### config.mk
export PLATFORM = sky130hd
export DESIGN_NAME = core_pipe_fetch
export DESIGN_NICKNAME = d
export VERILOG_FILES = /design/src/hdl/core_fetch_pkg.sv /design/src/hdl/fetch_fill_if.sv /design/src/hdl/fetch_req_ctrl.sv /design/src/hdl/core_pipe_fetch_buffer.sv /design/src/hdl/core_pipe_fetch.sv
export SDC_FILE = /design/constraint.sdc
export NUM_CORES = 1
export LEC_CHECK = 0
export BUFFER_PORTS_ARGS = -buffer_cell sky130_fd_sc_hd__buf_2
export CAP_MARGIN = 0
export CORE_MARGIN = 1.5
export CORE_UTILIZATION = 60
export DETAILED_ROUTE_END_ITERATION = 6
export HOLD_SLACK_MARGIN = 0.15
export PLACE_DENSITY_LB_ADDON = 0.3
export SYNTH_ARGS = -nofsm -noshare
export SYNTH_HDL_FRONTEND = slang
export SYNTH_SLANG_ARGS = --single-unit
### constraint.sdc
create_clock -name g_clk -period 6 [get_ports g_clk]
set_input_delay 0.9 -clock g_clk [delete_from_list [all_inputs] [get_ports g_clk]]
set_output_delay 0.9 -clock g_clk [all_outputs]
set_load 0.05 [all_outputs]
### src/hdl/core_fetch_pkg.sv
/*
 * Shared widths, constants and types of the instruction fetch stage.
 * Memory data is one doubleword wide and the buffer holds two of them.
 * FILL_* codes count the halfwords taken from the top of a doubleword.
 */

package core_fetch_pkg;

    // ----------------------------------------
    // Widths
    // ----------------------------------------
    localparam int XLEN        = 32;         // Control flow target width
    localparam int MEM_ADDR_W  = 32;         // Memory address width
    localparam int MEM_DATA_W  = 64;         // One doubleword per response
    localparam int BUF_BYTES   = 16;         // Alignment buffer capacity
    localparam int BUF_DEPTH_W = 5;          // Byte count 0..16
    localparam int INSTR_W     = 32;         // Instruction shown to decode
    localparam int FERR_W      = 2;          // One error bit per halfword

    // ----------------------------------------
    // Derived constants
    // ----------------------------------------
    localparam logic [MEM_ADDR_W-1:0]  PC_RESET_ADDRESS = 32'h1000_0000;
    localparam logic [BUF_DEPTH_W-1:0] DWORD_BYTES = BUF_DEPTH_W'(MEM_DATA_W / 8);
    localparam logic [BUF_DEPTH_W-1:0] REQ_ROOM    = BUF_DEPTH_W'(BUF_BYTES) - DWORD_BYTES;
    localparam logic [MEM_ADDR_W-1:0]  FETCH_STEP  = MEM_ADDR_W'(MEM_DATA_W / 8);

    // ----------------------------------------
    // Types
    // ----------------------------------------
    // Encoded as the number of halfwords loaded
    typedef enum logic [2:0] {
        FILL_NONE = 3'd0,                    // Nothing enters
        FILL_2    = 3'd1,                    // Top 2 bytes
        FILL_4    = 3'd2,                    // Top 4 bytes
        FILL_6    = 3'd3,                    // Top 6 bytes
        FILL_8    = 3'd4                     // Whole doubleword
    } fill_e;

    // Privilege sent with each request
    typedef enum logic [1:0] {
        PRV_U = 2'b01,                       // User
        PRV_M = 2'b10                        // Machine
    } prv_e;

endpackage

### src/hdl/fetch_fill_if.sv
/*
 * Link between request controller and alignment buffer.
 * flush wins over fill and drain in the same cycle.
 */

`timescale 1ns/1ps

interface fetch_fill_if;

    logic                                  flush;    // Drop all buffered bytes
    logic                                  fill_en;  // Accepted doubleword this cycle
    core_fetch_pkg::fill_e                 fill;     // Top lanes to load
    logic [core_fetch_pkg::MEM_DATA_W-1:0] data;     // Response doubleword
    logic                                  error;    // Bus error on this response
    logic [core_fetch_pkg::BUF_DEPTH_W-1:0] depth;   // Bytes held now
    logic [core_fetch_pkg::BUF_DEPTH_W-1:0] n_depth; // Bytes held after this edge

    // Controller side
    modport ctrl (
        output flush, fill_en, fill, data, error,
        input  n_depth
    );

    // Buffer side
    modport buffer (
        input  flush, fill_en, fill, data, error,
        output depth, n_depth
    );

endinterface

### src/hdl/fetch_req_ctrl.sv
/*
 * Fetch request controller. One request at a time on the memory port,
 * held with a stable address until granted. Responses come one cycle
 * after grant. Those granted before a control flow change are dropped.
 */

`timescale 1ns/1ps

module fetch_req_ctrl (
    input  logic                                  g_clk,
    input  logic                                  g_resetn,

    input  logic                                  cf_valid,   // Control flow change
    output logic                                  cf_ack,     // Change taken
    input  logic [core_fetch_pkg::XLEN-1:0]       cf_target,  // New halfword target

    input  logic                                  mode_m,     // Machine mode
    input  logic                                  mode_u,     // User mode

    output logic                                  imem_req,   // Request pending
    output logic [core_fetch_pkg::MEM_ADDR_W-1:0] imem_addr,  // Doubleword address
    output core_fetch_pkg::prv_e                  imem_prv,   // Request privilege
    input  logic                                  imem_gnt,   // Request accepted
    input  logic                                  imem_err,   // Response bus error
    input  logic [core_fetch_pkg::MEM_DATA_W-1:0] imem_rdata, // Response data

    fetch_fill_if.ctrl                            fill        // To alignment buffer
);

    // ----------------------------------------
    // Lane choice from halfword offset
    // ----------------------------------------
    function automatic core_fetch_pkg::fill_e lanes_from_offset(input logic [1:0] hw);
        core_fetch_pkg::fill_e lanes;
        case (hw)
            2'd0:    lanes = core_fetch_pkg::FILL_8; // Aligned target
            2'd1:    lanes = core_fetch_pkg::FILL_6;
            2'd2:    lanes = core_fetch_pkg::FILL_4;
            default: lanes = core_fetch_pkg::FILL_2; // Last halfword only
        endcase
        return lanes;
    endfunction

    // ----------------------------------------
    // Events
    // ----------------------------------------
    logic       e_cf_change;                  // Change accepted
    logic       e_imem_req;                   // Request granted
    logic       imem_recv;                    // Response on the bus now
    logic [1:0] outstanding;                  // Granted, not yet returned
    logic [1:0] n_outstanding;
    logic [1:0] discard;                      // Stale responses still to drop
    logic       fill_en;                      // Response goes into the buffer
    logic       buf_ready;                    // Room for a whole doubleword
    logic       n_imem_req;
    core_fetch_pkg::fill_e lane_sel;          // Lanes for the next useful response

    assign e_cf_change = cf_valid && cf_ack;
    assign e_imem_req  = imem_req && imem_gnt;

    // Address may only move when nothing is waiting for grant
    assign cf_ack = !imem_req || imem_gnt;

    // Machine privilege only when not running in user mode
    assign imem_prv = (mode_m && !mode_u) ? core_fetch_pkg::PRV_M : core_fetch_pkg::PRV_U;

    // ----------------------------------------
    // Request issue and address
    // ----------------------------------------
    // No new request in the grant cycle, its fill is not yet in n_depth
    assign buf_ready  = (fill.n_depth <= core_fetch_pkg::REQ_ROOM) && !e_imem_req;

    assign n_imem_req = buf_ready                 ||
                        (imem_req && !imem_gnt)   || // Hold until grant
                        e_cf_change;                 // Restart at new target

    always_ff @(posedge g_clk) begin
        if (!g_resetn) begin
            imem_req  <= 1'b0;
            imem_recv <= 1'b0;
            imem_addr <= core_fetch_pkg::PC_RESET_ADDRESS;
        end else begin
            imem_req  <= n_imem_req;
            imem_recv <= e_imem_req;                 // Fixed one cycle latency
            if (e_cf_change) begin
                imem_addr <= {cf_target[core_fetch_pkg::MEM_ADDR_W-1:3], 3'b000};
            end else if (e_imem_req) begin
                imem_addr <= imem_addr + core_fetch_pkg::FETCH_STEP;
            end
        end
    end

    // ----------------------------------------
    // Outstanding and stale responses
    // ----------------------------------------
    assign n_outstanding = outstanding + {1'b0, e_imem_req} - {1'b0, imem_recv};

    always_ff @(posedge g_clk) begin
        if (!g_resetn) begin
            outstanding <= 2'd0;
            discard     <= 2'd0;
        end else begin
            outstanding <= n_outstanding;
            if (e_cf_change) begin
                discard <= n_outstanding;            // Everything in flight is stale
            end else if (imem_recv && (discard != 2'd0)) begin
                discard <= discard - 2'd1;           // One stale response gone
            end
        end
    end

    assign fill_en = imem_recv && (discard == 2'd0);

    // ----------------------------------------
    // Fill lane selection
    // ----------------------------------------
    // First useful response after a change may start mid doubleword
    always_ff @(posedge g_clk) begin
        if (!g_resetn) begin
            lane_sel <= lanes_from_offset(core_fetch_pkg::PC_RESET_ADDRESS[2:1]);
        end else if (e_cf_change) begin
            lane_sel <= lanes_from_offset(cf_target[2:1]);
        end else if (fill_en) begin
            lane_sel <= core_fetch_pkg::FILL_8;      // Sequential from here on
        end
    end

    // ----------------------------------------
    // Buffer side
    // ----------------------------------------
    assign fill.flush   = e_cf_change;
    assign fill.fill_en = fill_en;
    assign fill.fill    = fill_en ? lane_sel : core_fetch_pkg::FILL_NONE;
    assign fill.data    = imem_rdata;               // Same cycle as imem_recv
    assign fill.error   = imem_err;

endmodule

### src/hdl/core_pipe_fetch_buffer.sv
/*
 * 16-byte alignment buffer between memory and decode.
 * Bytes enter behind the current contents and leave from the front.
 * Callers keep fill within capacity and eat only a shown instruction.
 */

`timescale 1ns/1ps

module core_pipe_fetch_buffer (
    input  logic                               g_clk,
    input  logic                               g_resetn,

    fetch_fill_if.buffer                       fill,       // From request controller

    output logic                               s1_i16bit,  // 16-bit instruction shown
    output logic                               s1_i32bit,  // 32-bit instruction shown
    output logic [core_fetch_pkg::INSTR_W-1:0] s1_instr,   // Front four bytes
    output logic [core_fetch_pkg::FERR_W-1:0]  s1_ferr,    // Front halfword errors
    input  logic                               s1_eat_2,   // Decode takes 2 bytes
    input  logic                               s1_eat_4    // Decode takes 4 bytes
);

    // ----------------------------------------
    // Storage
    // ----------------------------------------
    logic [core_fetch_pkg::BUF_BYTES*8-1:0]   data_q;      // Byte 0 at bits 7:0
    logic [core_fetch_pkg::BUF_BYTES/2-1:0]   err_q;       // One bit per halfword
    logic [core_fetch_pkg::BUF_DEPTH_W-1:0]   bytes_q;     // Valid byte count

    logic [core_fetch_pkg::BUF_BYTES*8-1:0]   n_data;
    logic [core_fetch_pkg::BUF_BYTES/2-1:0]   n_err;

    // ----------------------------------------
    // Fill and drain amounts
    // ----------------------------------------
    logic [2:0]                               fill_h;      // Halfwords entering
    logic [core_fetch_pkg::BUF_DEPTH_W-1:0]   fill_bytes;
    logic [core_fetch_pkg::BUF_DEPTH_W-1:0]   drain_bytes;
    logic [core_fetch_pkg::BUF_DEPTH_W-1:0]   rem;         // Bytes kept after drain
    logic [core_fetch_pkg::BUF_DEPTH_W-1:0]   skip_bytes;  // Low lanes not loaded
    logic [core_fetch_pkg::BUF_BYTES*8-1:0]   wide_in;     // Response zero extended
    logic [core_fetch_pkg::BUF_BYTES*8-1:0]   keep_mask;
    logic [core_fetch_pkg::BUF_BYTES/2-1:0]   keep_hmask;
    logic [core_fetch_pkg::BUF_BYTES/2-1:0]   in_hmask;

    assign fill_h      = (fill.fill_en && !fill.flush) ? fill.fill : 3'd0;
    assign fill_bytes  = {1'b0, fill_h, 1'b0};
    assign drain_bytes = s1_eat_4 ? 5'd4 :
                         s1_eat_2 ? 5'd2 : 5'd0;
    assign rem         = bytes_q - drain_bytes;
    assign skip_bytes  = core_fetch_pkg::DWORD_BYTES - fill_bytes;

    assign wide_in = {{(core_fetch_pkg::BUF_BYTES*8 - core_fetch_pkg::MEM_DATA_W){1'b0}},
                      fill.data};

    // Everything at and above rem is free space
    assign keep_mask  = ~({(core_fetch_pkg::BUF_BYTES*8){1'b1}} << {rem, 3'b000});
    assign keep_hmask = ~({(core_fetch_pkg::BUF_BYTES/2){1'b1}} << rem[4:1]);

    // Same error flag on every loaded halfword
    assign in_hmask   = {(core_fetch_pkg::BUF_BYTES/2){fill.error}} &
                        ~({(core_fetch_pkg::BUF_BYTES/2){1'b1}} << fill_h);

    // ----------------------------------------
    // Next contents
    // ----------------------------------------
    always_comb begin
        n_data = ((data_q >> {drain_bytes, 3'b000}) & keep_mask) |       // Shift out eaten
                 ((wide_in >> {skip_bytes, 3'b000}) << {rem, 3'b000});  // Top lanes behind
        n_err  = ((err_q >> drain_bytes[4:1]) & keep_hmask) |
                 (in_hmask << rem[4:1]);
    end

    assign fill.n_depth = fill.flush ? '0 : rem + fill_bytes; // Flush wins
    assign fill.depth   = bytes_q;

    always_ff @(posedge g_clk) begin
        if (!g_resetn) begin
            bytes_q <= '0;
        end else begin
            bytes_q <= fill.n_depth;
        end
    end

    always_ff @(posedge g_clk) begin
        data_q <= n_data;                            // Bytes past the count are ignored
        err_q  <= n_err;
    end

    // ----------------------------------------
    // Length detection
    // ----------------------------------------
    // Low two bits 11 mark a 32-bit instruction
    assign s1_i16bit = (fill.depth >= 5'd2) && (data_q[1:0] != 2'b11);
    assign s1_i32bit = (fill.depth >= 5'd4) && (data_q[1:0] == 2'b11);

    assign s1_instr  = data_q[core_fetch_pkg::INSTR_W-1:0];
    assign s1_ferr   = err_q[core_fetch_pkg::FERR_W-1:0];   // Upper bit only for 32-bit

endmodule

### src/hdl/core_pipe_fetch.sv
/*
 * Instruction fetch stage top. Memory, control flow and decode ports.
 * Decode eats 2 or 4 bytes only while the matching length flag is high.
 */

`timescale 1ns/1ps

module core_pipe_fetch (
    input  logic                                  g_clk,
    input  logic                                  g_resetn,

    // ----------------------------------------
    // Control flow
    // ----------------------------------------
    input  logic                                  cf_valid,    // Change requested
    output logic                                  cf_ack,      // Change taken
    input  logic [core_fetch_pkg::XLEN-1:0]       cf_target,   // Halfword aligned target

    input  logic                                  mode_m,      // Machine mode
    input  logic                                  mode_u,      // User mode

    // ----------------------------------------
    // Instruction memory
    // ----------------------------------------
    output logic                                  imem_req,
    output logic [core_fetch_pkg::MEM_ADDR_W-1:0] imem_addr,   // Doubleword aligned
    output core_fetch_pkg::prv_e                  imem_prv,
    input  logic                                  imem_gnt,
    input  logic                                  imem_err,    // Cycle after grant
    input  logic [core_fetch_pkg::MEM_DATA_W-1:0] imem_rdata,  // Cycle after grant

    // ----------------------------------------
    // Decode
    // ----------------------------------------
    output logic                                  s1_i16bit,
    output logic                                  s1_i32bit,
    output logic [core_fetch_pkg::INSTR_W-1:0]    s1_instr,
    output logic [core_fetch_pkg::FERR_W-1:0]     s1_ferr,
    input  logic                                  s1_eat_2,
    input  logic                                  s1_eat_4
);

    fetch_fill_if u_fill ();                                  // Controller to buffer

    fetch_req_ctrl u_req_ctrl (
        .g_clk      (g_clk),
        .g_resetn   (g_resetn),
        .cf_valid   (cf_valid),
        .cf_ack     (cf_ack),
        .cf_target  (cf_target),
        .mode_m     (mode_m),
        .mode_u     (mode_u),
        .imem_req   (imem_req),
        .imem_addr  (imem_addr),
        .imem_prv   (imem_prv),
        .imem_gnt   (imem_gnt),
        .imem_err   (imem_err),
        .imem_rdata (imem_rdata),
        .fill       (u_fill.ctrl)
    );

    core_pipe_fetch_buffer u_buffer (
        .g_clk      (g_clk),
        .g_resetn   (g_resetn),
        .fill       (u_fill.buffer),
        .s1_i16bit  (s1_i16bit),
        .s1_i32bit  (s1_i32bit),
        .s1_instr   (s1_instr),
        .s1_ferr    (s1_ferr),
        .s1_eat_2   (s1_eat_2),
        .s1_eat_4   (s1_eat_4)
    );

endmodule

==> results of run 1 <==
==> through the flow <==
stage	worst slack [ns]	cell area, µm²
CTS	1.27	15300
global route	0.963	15300
finish	1.08	15300
floorplan	1.61	14000
detailed placement	0.849	14700
global placement	0.848	14700
==> cell usage after synthesis, types with 6 or more instances <==
| master | instances |
|---|---|
| a32o_1 | 6 |
| o32ai_1 | 7 |
| mux2i_1 | 173 |
| a221oi_1 | 9 |
| nor2b_1 | 8 |
| buf_4 | 38 |
| a2111oi_0 | 7 |
| ha_1 | 16 |
| nand4_1 | 7 |
| inv_1 | 28 |
| and3_1 | 21 |
| nand2_1 | 213 |
| nand3_1 | 64 |
| mux4_2 | 23 |
| a211oi_1 | 32 |
| nor3_1 | 19 |
| buf_2 | 20 |
| a2bb2oi_1 | 7 |
| o221ai_1 | 49 |
| o211ai_1 | 38 |
| o22ai_1 | 48 |
| buf_6 | 6 |
| a21o_1 | 6 |
| and2_1 | 19 |
| a22o_1 | 6 |
| o21ai_0 | 106 |
| a21oi_1 | 163 |
| buf_1 | 24 |
| a32oi_1 | 12 |
| a22oi_1 | 21 |
| o31ai_1 | 7 |
| inv_2 | 6 |
| o22a_1 | 6 |
| xor2_1 | 6 |
| clkbuf_1 | 92 |
| mux2_2 | 18 |
| a31oi_1 | 18 |
| dfxtp_1 | 179 |
| nand2b_1 | 7 |
| nor2_1 | 185 |
==> kinds of logic (layout without fill, tap and decap cells) <==
| logic type | count (synthesis) | count (layout) |
|---|---|---|
| buffers and inverters | 219 | 282 |
| other | 1 | 3 |
| AOI/OAI and AO/OA | 608 | 608 |
| and+or+nand+nor | 567 | 567 |
| DFF | 179 | 179 |
| adders and majority gates | 18 | 18 |
| muxes | 216 | 216 |
| xor gates and xnor gates | 11 | 11 |
==> layer usage <==
layer / part of all wire [%] / routed length, µm / global-route usage, %
met5: 0.080 / 44 / 1.45
met4: 4.3 / 2390 / 17.6
met3: 15 / 8570 / 13.8
met2: 40 / 22300 / 64.0
met1: 40 / 22000 / 62.9
==> final cells by class <==
cell class | instances | share of cell area, %
clock inverter | 15 | 1.31
inverter | 37 | 0.938
timing repair buffer | 213 | 7.68
multi-input combinational | 1423 | 61.4
sequential | 179 | 23.4
clock buffer | 17 | 2.77
tap | 313 | 2.55
==> registers in the layout, summed over array words and instances (netlist names) <==
name and flops:
u_buffer.data_q 128, u_req_ctrl.imem_addr 29, u_buffer.err_q 8, u_buffer.fill.depth 5, u_req_ctrl.lane_sel 3, u_req_ctrl.discard 2, u_req_ctrl.outstanding 2, u_req_ctrl.imem_recv 1
u_req_ctrl.imem_req 1
==> worst reg2reg max path, cell delays in order, from the launching register on <==
cell and delay [ns]:
dfxtp_1 0.34, nor2b_4 0.19, inv_2 0.14, nand2_1 0.10, buf_4 0.25, nand2b_1 0.20
inv_1 0.19, ha_1 0.30, inv_2 0.51, mux4_2 0.67, and3_1 0.21, a221oi_1 0.71
a2bb2oi_1 0.44, o22ai_1 0.15
==> worst max-delay path by stage <==
stage / from / to / slack [ns] / cells after the start
3_3_place_gp: s1_eat_4 / u_buffer.data_q[52]$_DFF_P_ / 0.85 / 15
2_1_floorplan: s1_eat_2 / u_req_ctrl.imem_req$_SDFF_PN0_ / 1.61 / 14
5_1_grt: s1_eat_4 / u_buffer.data_q[52]$_DFF_P_ / 0.96 / 15
3_5_place_dp: s1_eat_4 / u_buffer.data_q[52]$_DFF_P_ / 0.85 / 15
6_report: s1_eat_4 / u_buffer.data_q[52]$_DFF_P_ / 1.08 / 15
4_1_cts: s1_eat_4 / u_buffer.data_q[52]$_DFF_P_ / 1.27 / 15
==> power by group through the flow <==
stage | combinational (mW) | clock, mW | sequential (mW)
2_1_floorplan | 1.34 | 0 | 1.68
3_3_place_gp | 1.77 | 0 | 1.67
3_5_place_dp | 1.79 | 0 | 1.69
4_1_cts | 1.80 | 1.20 | 1.66
5_1_grt | 1.97 | 1.25 | 1.70
6_report | 1.86 | 1.21 | 1.68
==> impl_metrics.ini, run 1 <==
[floorplan]
die_w_um = 156
dieArea_um2 = 24300
die_h_um = 156
rows = 55
start_util_pct = 61.6
coreArea_um2 = 22800
ios = 177

[setup_path]
start_kind = primary input
required_ns = 6.38
path_class = primary input to register
reg2reg_to = u_buffer.data_q[55]$_DFF_P_
path_cells = buf_4, inv_2, nand2_1, clkinv_1, ha_2, inv_1, fa_1, xor2_1, buf_4, inv_2, nor3_4, nand2_1, nor2_1, a22oi_1, o21ai_0
crit_family = simple AND/OR/NAND/NOR gates
r2r_start = u_req_ctrl.imem_req$_SDFF_PN0_
cp.buffers_inverters = 6
reg2reg_slack_ns = 1.46
slowest_stage = nand2_1
arrival_ns = 5.30
max_stage_delay_ns = 0.59
ff2ff_path_depth = 13
end_kind = register
worstPathMaxFanout = 29

[timing]
worst_slew_pin_slew_ns = 1.38
period_needed_ns = 4.92
worst_hold_slack_ns = 0.507
finalSetupTns_ns = 0
post-route-period-util_pct = 82.0
maxSlewViolCount = 0
finalClockSkew_ns = 0.0132
relSlewSlack_pct = 7.79
rsz0062_at_grt = no
hold_violations = 0
max_freq_mhz = 203
finalSetupViolations = 0

[pwr]
combPwrFrac_pct = 39.2
switching_power_mw = 2.12
pwr-share-seq_pct = 35.3
vdd.ir_drop.worst_mv = 0.173
pwr-share-clk_pct = 25.5
swShare_pct = 44.7
total_power_mw = 4.75
power.density_nw_per_um2 = 310
p_leak_nw = 6.17
p_int_mw = 2.63

[synthesis]
syn_area_per_cell_um2 = 7.71
synth_enable_flop_cells = 0
syn_area_um2 = 14000
synthFlopType = dfxtp_1
synth-seq-cells = 179
synth_compound_area_share_pct = 29.0
yosys-mux-area-fraction_pct = 17.7
synth_xor_area_share_pct = 0.687
yosys.area_share.simple_pct = 17.8
synthAdderAreaFrac_pct = 1.71
async_flop_share_pct = 0
synth_warnings = 0
post-synth-top-area-fraction_pct = 25.6
synth_top_family_by_area = compound AO/OA/AOI/OAI gates
ys_types = 83
synthCells = 1819
ys_seq_area_share_pct = 25.6
yosys.area.top_type = dfxtp_1
yosys-top-cells-area = dfxtp_1 26%, mux2i_1 12%, a21oi_1 5.8%

[final_layout]
layout_commonest_cell = nand2_1
finish.utilization_pct = 67.3
multiInputGateArea_um2 = 9420
drive_above_1_share_pct = 17.3
final_net_count = 1994
area_growth_pct = 9.40
num-fill-cells = 1986
layout_common_cells = 213 x nand2_1, 185 x nor2_1, 178 x dfxtp_1
antenna_cells = 0
final_cells = 2197
layout.area.seq_um2 = 3580

[clock_tree]
clk_latency_ns = 0.46
cts_htree_levels = 4
cts_buffer_depth = 2
clk_pin_slew_ns = 0.09
cts_setup_buffers = 0
cts_sinks = 179
cts_buffers = 17
ctsResizeCount = 0
cts_tree = yes
clock-root-buffer = clkbuf_16
ctsHoldBuffers = 0

[routing]
finalWirelength_um = 55300
drtIter0Drc = 2968
via_per_inst = 7.10
vias = 15600
drt_pre_antenna_iters = 7
ant_nets = 0
wl_per_cell_um = 25.2
drc = 2

[placement]
gp_congestion = 1.06
dp_hpwl_um = 39600
numPortBuffers = 172
post-place-cells = 2165

[worst_hold_path]
worstHoldEndpoint = u_buffer.data_q[117]$_DFF_P_
hold_path.startpoint = u_buffer.data_q[117]$_DFF_P_
hold_depth = 2
hold_class = register to register

[global_routing]
grt_pass1_wl_um = 83800
grt_usage_pct = 44.9
grt_max_degree = 72
antenna_found_initial = 1
grt_pass1_vias = 13900
overflow = 0

[flow_run]
cap_violations = 0

[outcome]
status = finished, violations left
violations = DRC
No activity file was read; power rests on OpenSTA's default activity.
==> run 2, diff against run 1 <==
--- a/config.mk
+++ b/config.mk
@@ -5,6 +5,7 @@
 export SDC_FILE = /design/constraint.sdc
 export NUM_CORES = 1
 export LEC_CHECK = 0
+export ABC_AREA = 1
 export BUFFER_PORTS_ARGS = -buffer_cell sky130_fd_sc_hd__buf_2
 export CAP_MARGIN = 0
 export CORE_MARGIN = 1.5
==> constraint.sdc (replaced) <==
create_clock -name g_clk -period 4.74 [get_ports g_clk]
set_input_delay 0.711 -clock g_clk [delete_from_list [all_inputs] [get_ports g_clk]]
set_output_delay 0.711 -clock g_clk [all_outputs]
set_load 0.05 [all_outputs]
==> impl_metrics.ini, run 2 <==
[placement]
numPortBuffers = 172
dpl_cell_area_um2 = 14500
dp_hpwl_um = 36900
gp_congestion = 1.01

[timing]
relSlewSlack_pct = 29.3
finalClockSkew_ns = 0.0195
finalSetupTns_ns = 0
maxSlewViolCount = 0
post-route-period-util_pct = 82.7
worst_hold_slack_ns = 0.473
rsz0062_at_grt = no
hold_violations = 0
max_freq_mhz = 255
finalSetupViolations = 0
period_needed_ns = 3.92
worst_slew_pin_slew_ns = 1.06

[synthesis]
syn_area_per_cell_um2 = 5.82
synth_compound_area_share_pct = 18.4
yosys.area.top_type = dfxtp_1
async_flop_share_pct = 0
synth_common_cells = 888 x nand2_1, 289 x nand3_1, 179 x dfxtp_1
ys_seq_area_share_pct = 25.9
yosys-top-cells-area = dfxtp_1 26%, nand2_1 24%, nand3_1 10%
yosys.area_share.simple_pct = 41.7
post-synth-top-area-fraction_pct = 25.9
synth_top_family_by_area = simple AND/OR/NAND/NOR gates
synthFlopType = dfxtp_1
yosysMostFrequentCell = nand2_1
yosys-mux-area-fraction_pct = 0.795
synthCells = 2381
synth_xor_area_share_pct = 0.696
ys_types = 48
synth_warnings = 0
synthAdderAreaFrac_pct = 1.73
synth_enable_flop_cells = 0
synth-seq-cells = 179
syn_area_um2 = 13900

[setup_path]
startpoint = u_req_ctrl.discard[0]$_SDFFE_PN0P_
reg2reg_to = u_buffer.data_q[88]$_DFF_P_
cpMostUsedCell = nand2_1
path_cells = inv_1, ha_1, nand2_1, inv_1, nand2_1, nor2_1, inv_1, ha_1, inv_1, ha_1, nand2_1, inv_1, nand2_1, inv_1, nand2_1, nand3_1, o21ai_1, nand2_1, nand3_1, o21ai_1, nand2_1, nand2_1
slowest_stage = inv_1
reg2reg_slack_ns = 0.82
start_kind = register
r2r_start = u_req_ctrl.discard[0]$_SDFFE_PN0P_
crit_family = simple AND/OR/NAND/NOR gates
worstSetupEndpoint = u_buffer.data_q[88]$_DFF_P_
arrival_ns = 4.30
worstPathMaxFanout = 29
end_kind = register
path_class = register to register
ff2ff_path_depth = 22
crit_cells = 22
required_ns = 5.13
max_stage_delay_ns = 0.64
cp.buffers_inverters = 6

[final_layout]
reg_top3 = u_buffer.data_q x128, u_req_ctrl.imem_addr x29, u_buffer.err_q x8
final_net_count = 2550
largest_reg_flops = 128
layout_commonest_cell = nand2_1
layout_common_cells = 888 x nand2_1, 289 x nand3_1, 178 x dfxtp_1
area_growth_pct = 9.06
regMostFlops = u_buffer.data_q
num-fill-cells = 2133
drive_above_1_share_pct = 12.1
design_area_um2 = 15100

[floorplan]
coreArea_um2 = 22600
dieArea_um2 = 24000
start_util_pct = 61.2
die_w_um = 155
ios = 177
rows = 55
die_h_um = 155

[clock_tree]
ctsHoldBuffers = 0
cts_setup_buffers = 0
cts_buffers = 17
clk_latency_ns = 0.45
clk_pin_slew_ns = 0.08
cts_tree = yes
cts_buffer_depth = 2
clock-root-buffer = clkbuf_16
cts_sinks = 179
cts_htree_levels = 4
ctsResizeCount = 0

[pwr]
vdd.ir_drop.worst_mv = 0.261
switching_power_mw = 2.93
p_int_mw = 3.37
pwr-share-clk_pct = 23.8
p_leak_nw = 7.47
combPwrFrac_pct = 40.1
power.density_nw_per_um2 = 417
pwr-share-seq_pct = 36.1
swShare_pct = 46.5

[routing]
via_per_inst = 6.17
ant_nets = 0
drtIter0Drc = 2101
vias = 16800
drt_pre_antenna_iters = 7
finalWirelength_um = 51900
drc = 2
wl_per_cell_um = 19.0

[global_routing]
grt_usage_pct = 43.1
grt_pass1_wl_um = 81200
grt_max_degree = 89
grt_pass1_vias = 15500
overflow = 0
antenna_found_initial = 1

[flow_run]
cap_violations = 0

[worst_hold_path]
hold_class = register to register

[outcome]
violations = DRC
status = finished, violations left
run 2: changes by cell type after synthesis, sizes merged, moves of 35 or more:
cell    change
a21oi      -63
nand3     +225
nor2       -58
o221ai     -46
inv       +117
o211ai     +68
mux2i     -162
o22ai      -35
nand2     +679
o21ai      +82
run 2: how the worst min path moves through the flow:
stage / cells after the start / slack, ns / start / endpoint
floorplan: 2 / 0.44 / u_buffer.data_q[120]$_DFF_P_ / u_buffer.data_q[120]$_DFF_P_
global placement: 2 / 0.46 / u_buffer.data_q[125]$_DFF_P_ / u_buffer.data_q[125]$_DFF_P_
detailed placement: 2 / 0.46 / u_buffer.data_q[115]$_DFF_P_ / u_buffer.data_q[115]$_DFF_P_
CTS: 2 / 0.47 / u_buffer.data_q[125]$_DFF_P_ / u_buffer.data_q[125]$_DFF_P_
global route: 2 / 0.50 / u_buffer.data_q[115]$_DFF_P_ / u_buffer.data_q[115]$_DFF_P_
finish: 2 / 0.47 / u_buffer.data_q[125]$_DFF_P_ / u_buffer.data_q[125]$_DFF_P_
run 2: worst min-delay path: stages (launching register included):
cell and delay [ns]:
dfxtp_1 0.32, nand2_1 0.06, nand2_1 0.05
run 2: logic make-up after synthesis:
logic type | count (synthesis)
simple gates | 1384
compound gates | 436
other cells | 1
xor+xnor | 11
flops | 179
mux | 11
fa+ha+maj | 18
buf+inv | 341
run 2: cell type report:
type                       count  area [µm²]  share of cell area (%)
antenna                        1        2.50                  0.0166
clock buffer                  17         425                    2.82
clock inverter                15         180                    1.19
inverter                     155         583                    3.86
multi-input combinational   1863        8810                    58.3
sequential                   179        3580                    23.7
tap                          285         357                    2.36
timing repair buffer         211        1170                    7.72
run 2: metal layers:
metal	wire length (µm)	track usage, %	share of wire, %
met1	19500	51.3	38
met2	24000	71.3	46
met3	4530	7.02	8.7
met4	3960	29.8	7.6
met5	0	0	0
run 2: power groups by stage:
stage / logic, mW / clock network [mW] / registers [mW]
after floorplan: 1.87 / 0 / 2.27
after global placement: 2.40 / 0 / 2.27
after detailed placement: 2.46 / 0 / 2.28
after CTS: 2.47 / 1.50 / 2.25
after global routing: 2.76 / 1.56 / 2.31
final: 2.53 / 1.50 / 2.27
run 2: per-stage QoR:
stage | std cells | setup WS [ns] | total power, mW | utilization (%)
2_1_floorplan | 2383 | 0.403 | 4.14 | -
3_3_place_gp | 2693 | 0.893 | 4.66 | 64.0
3_5_place_dp | 2693 | 0.872 | 4.74 | 64.0
4_1_cts | 2725 | 1.05 | 6.23 | 66.7
5_1_grt | 2726 | 0.640 | 6.63 | 66.7
6_report | 2726 | 0.822 | 6.30 | 66.7
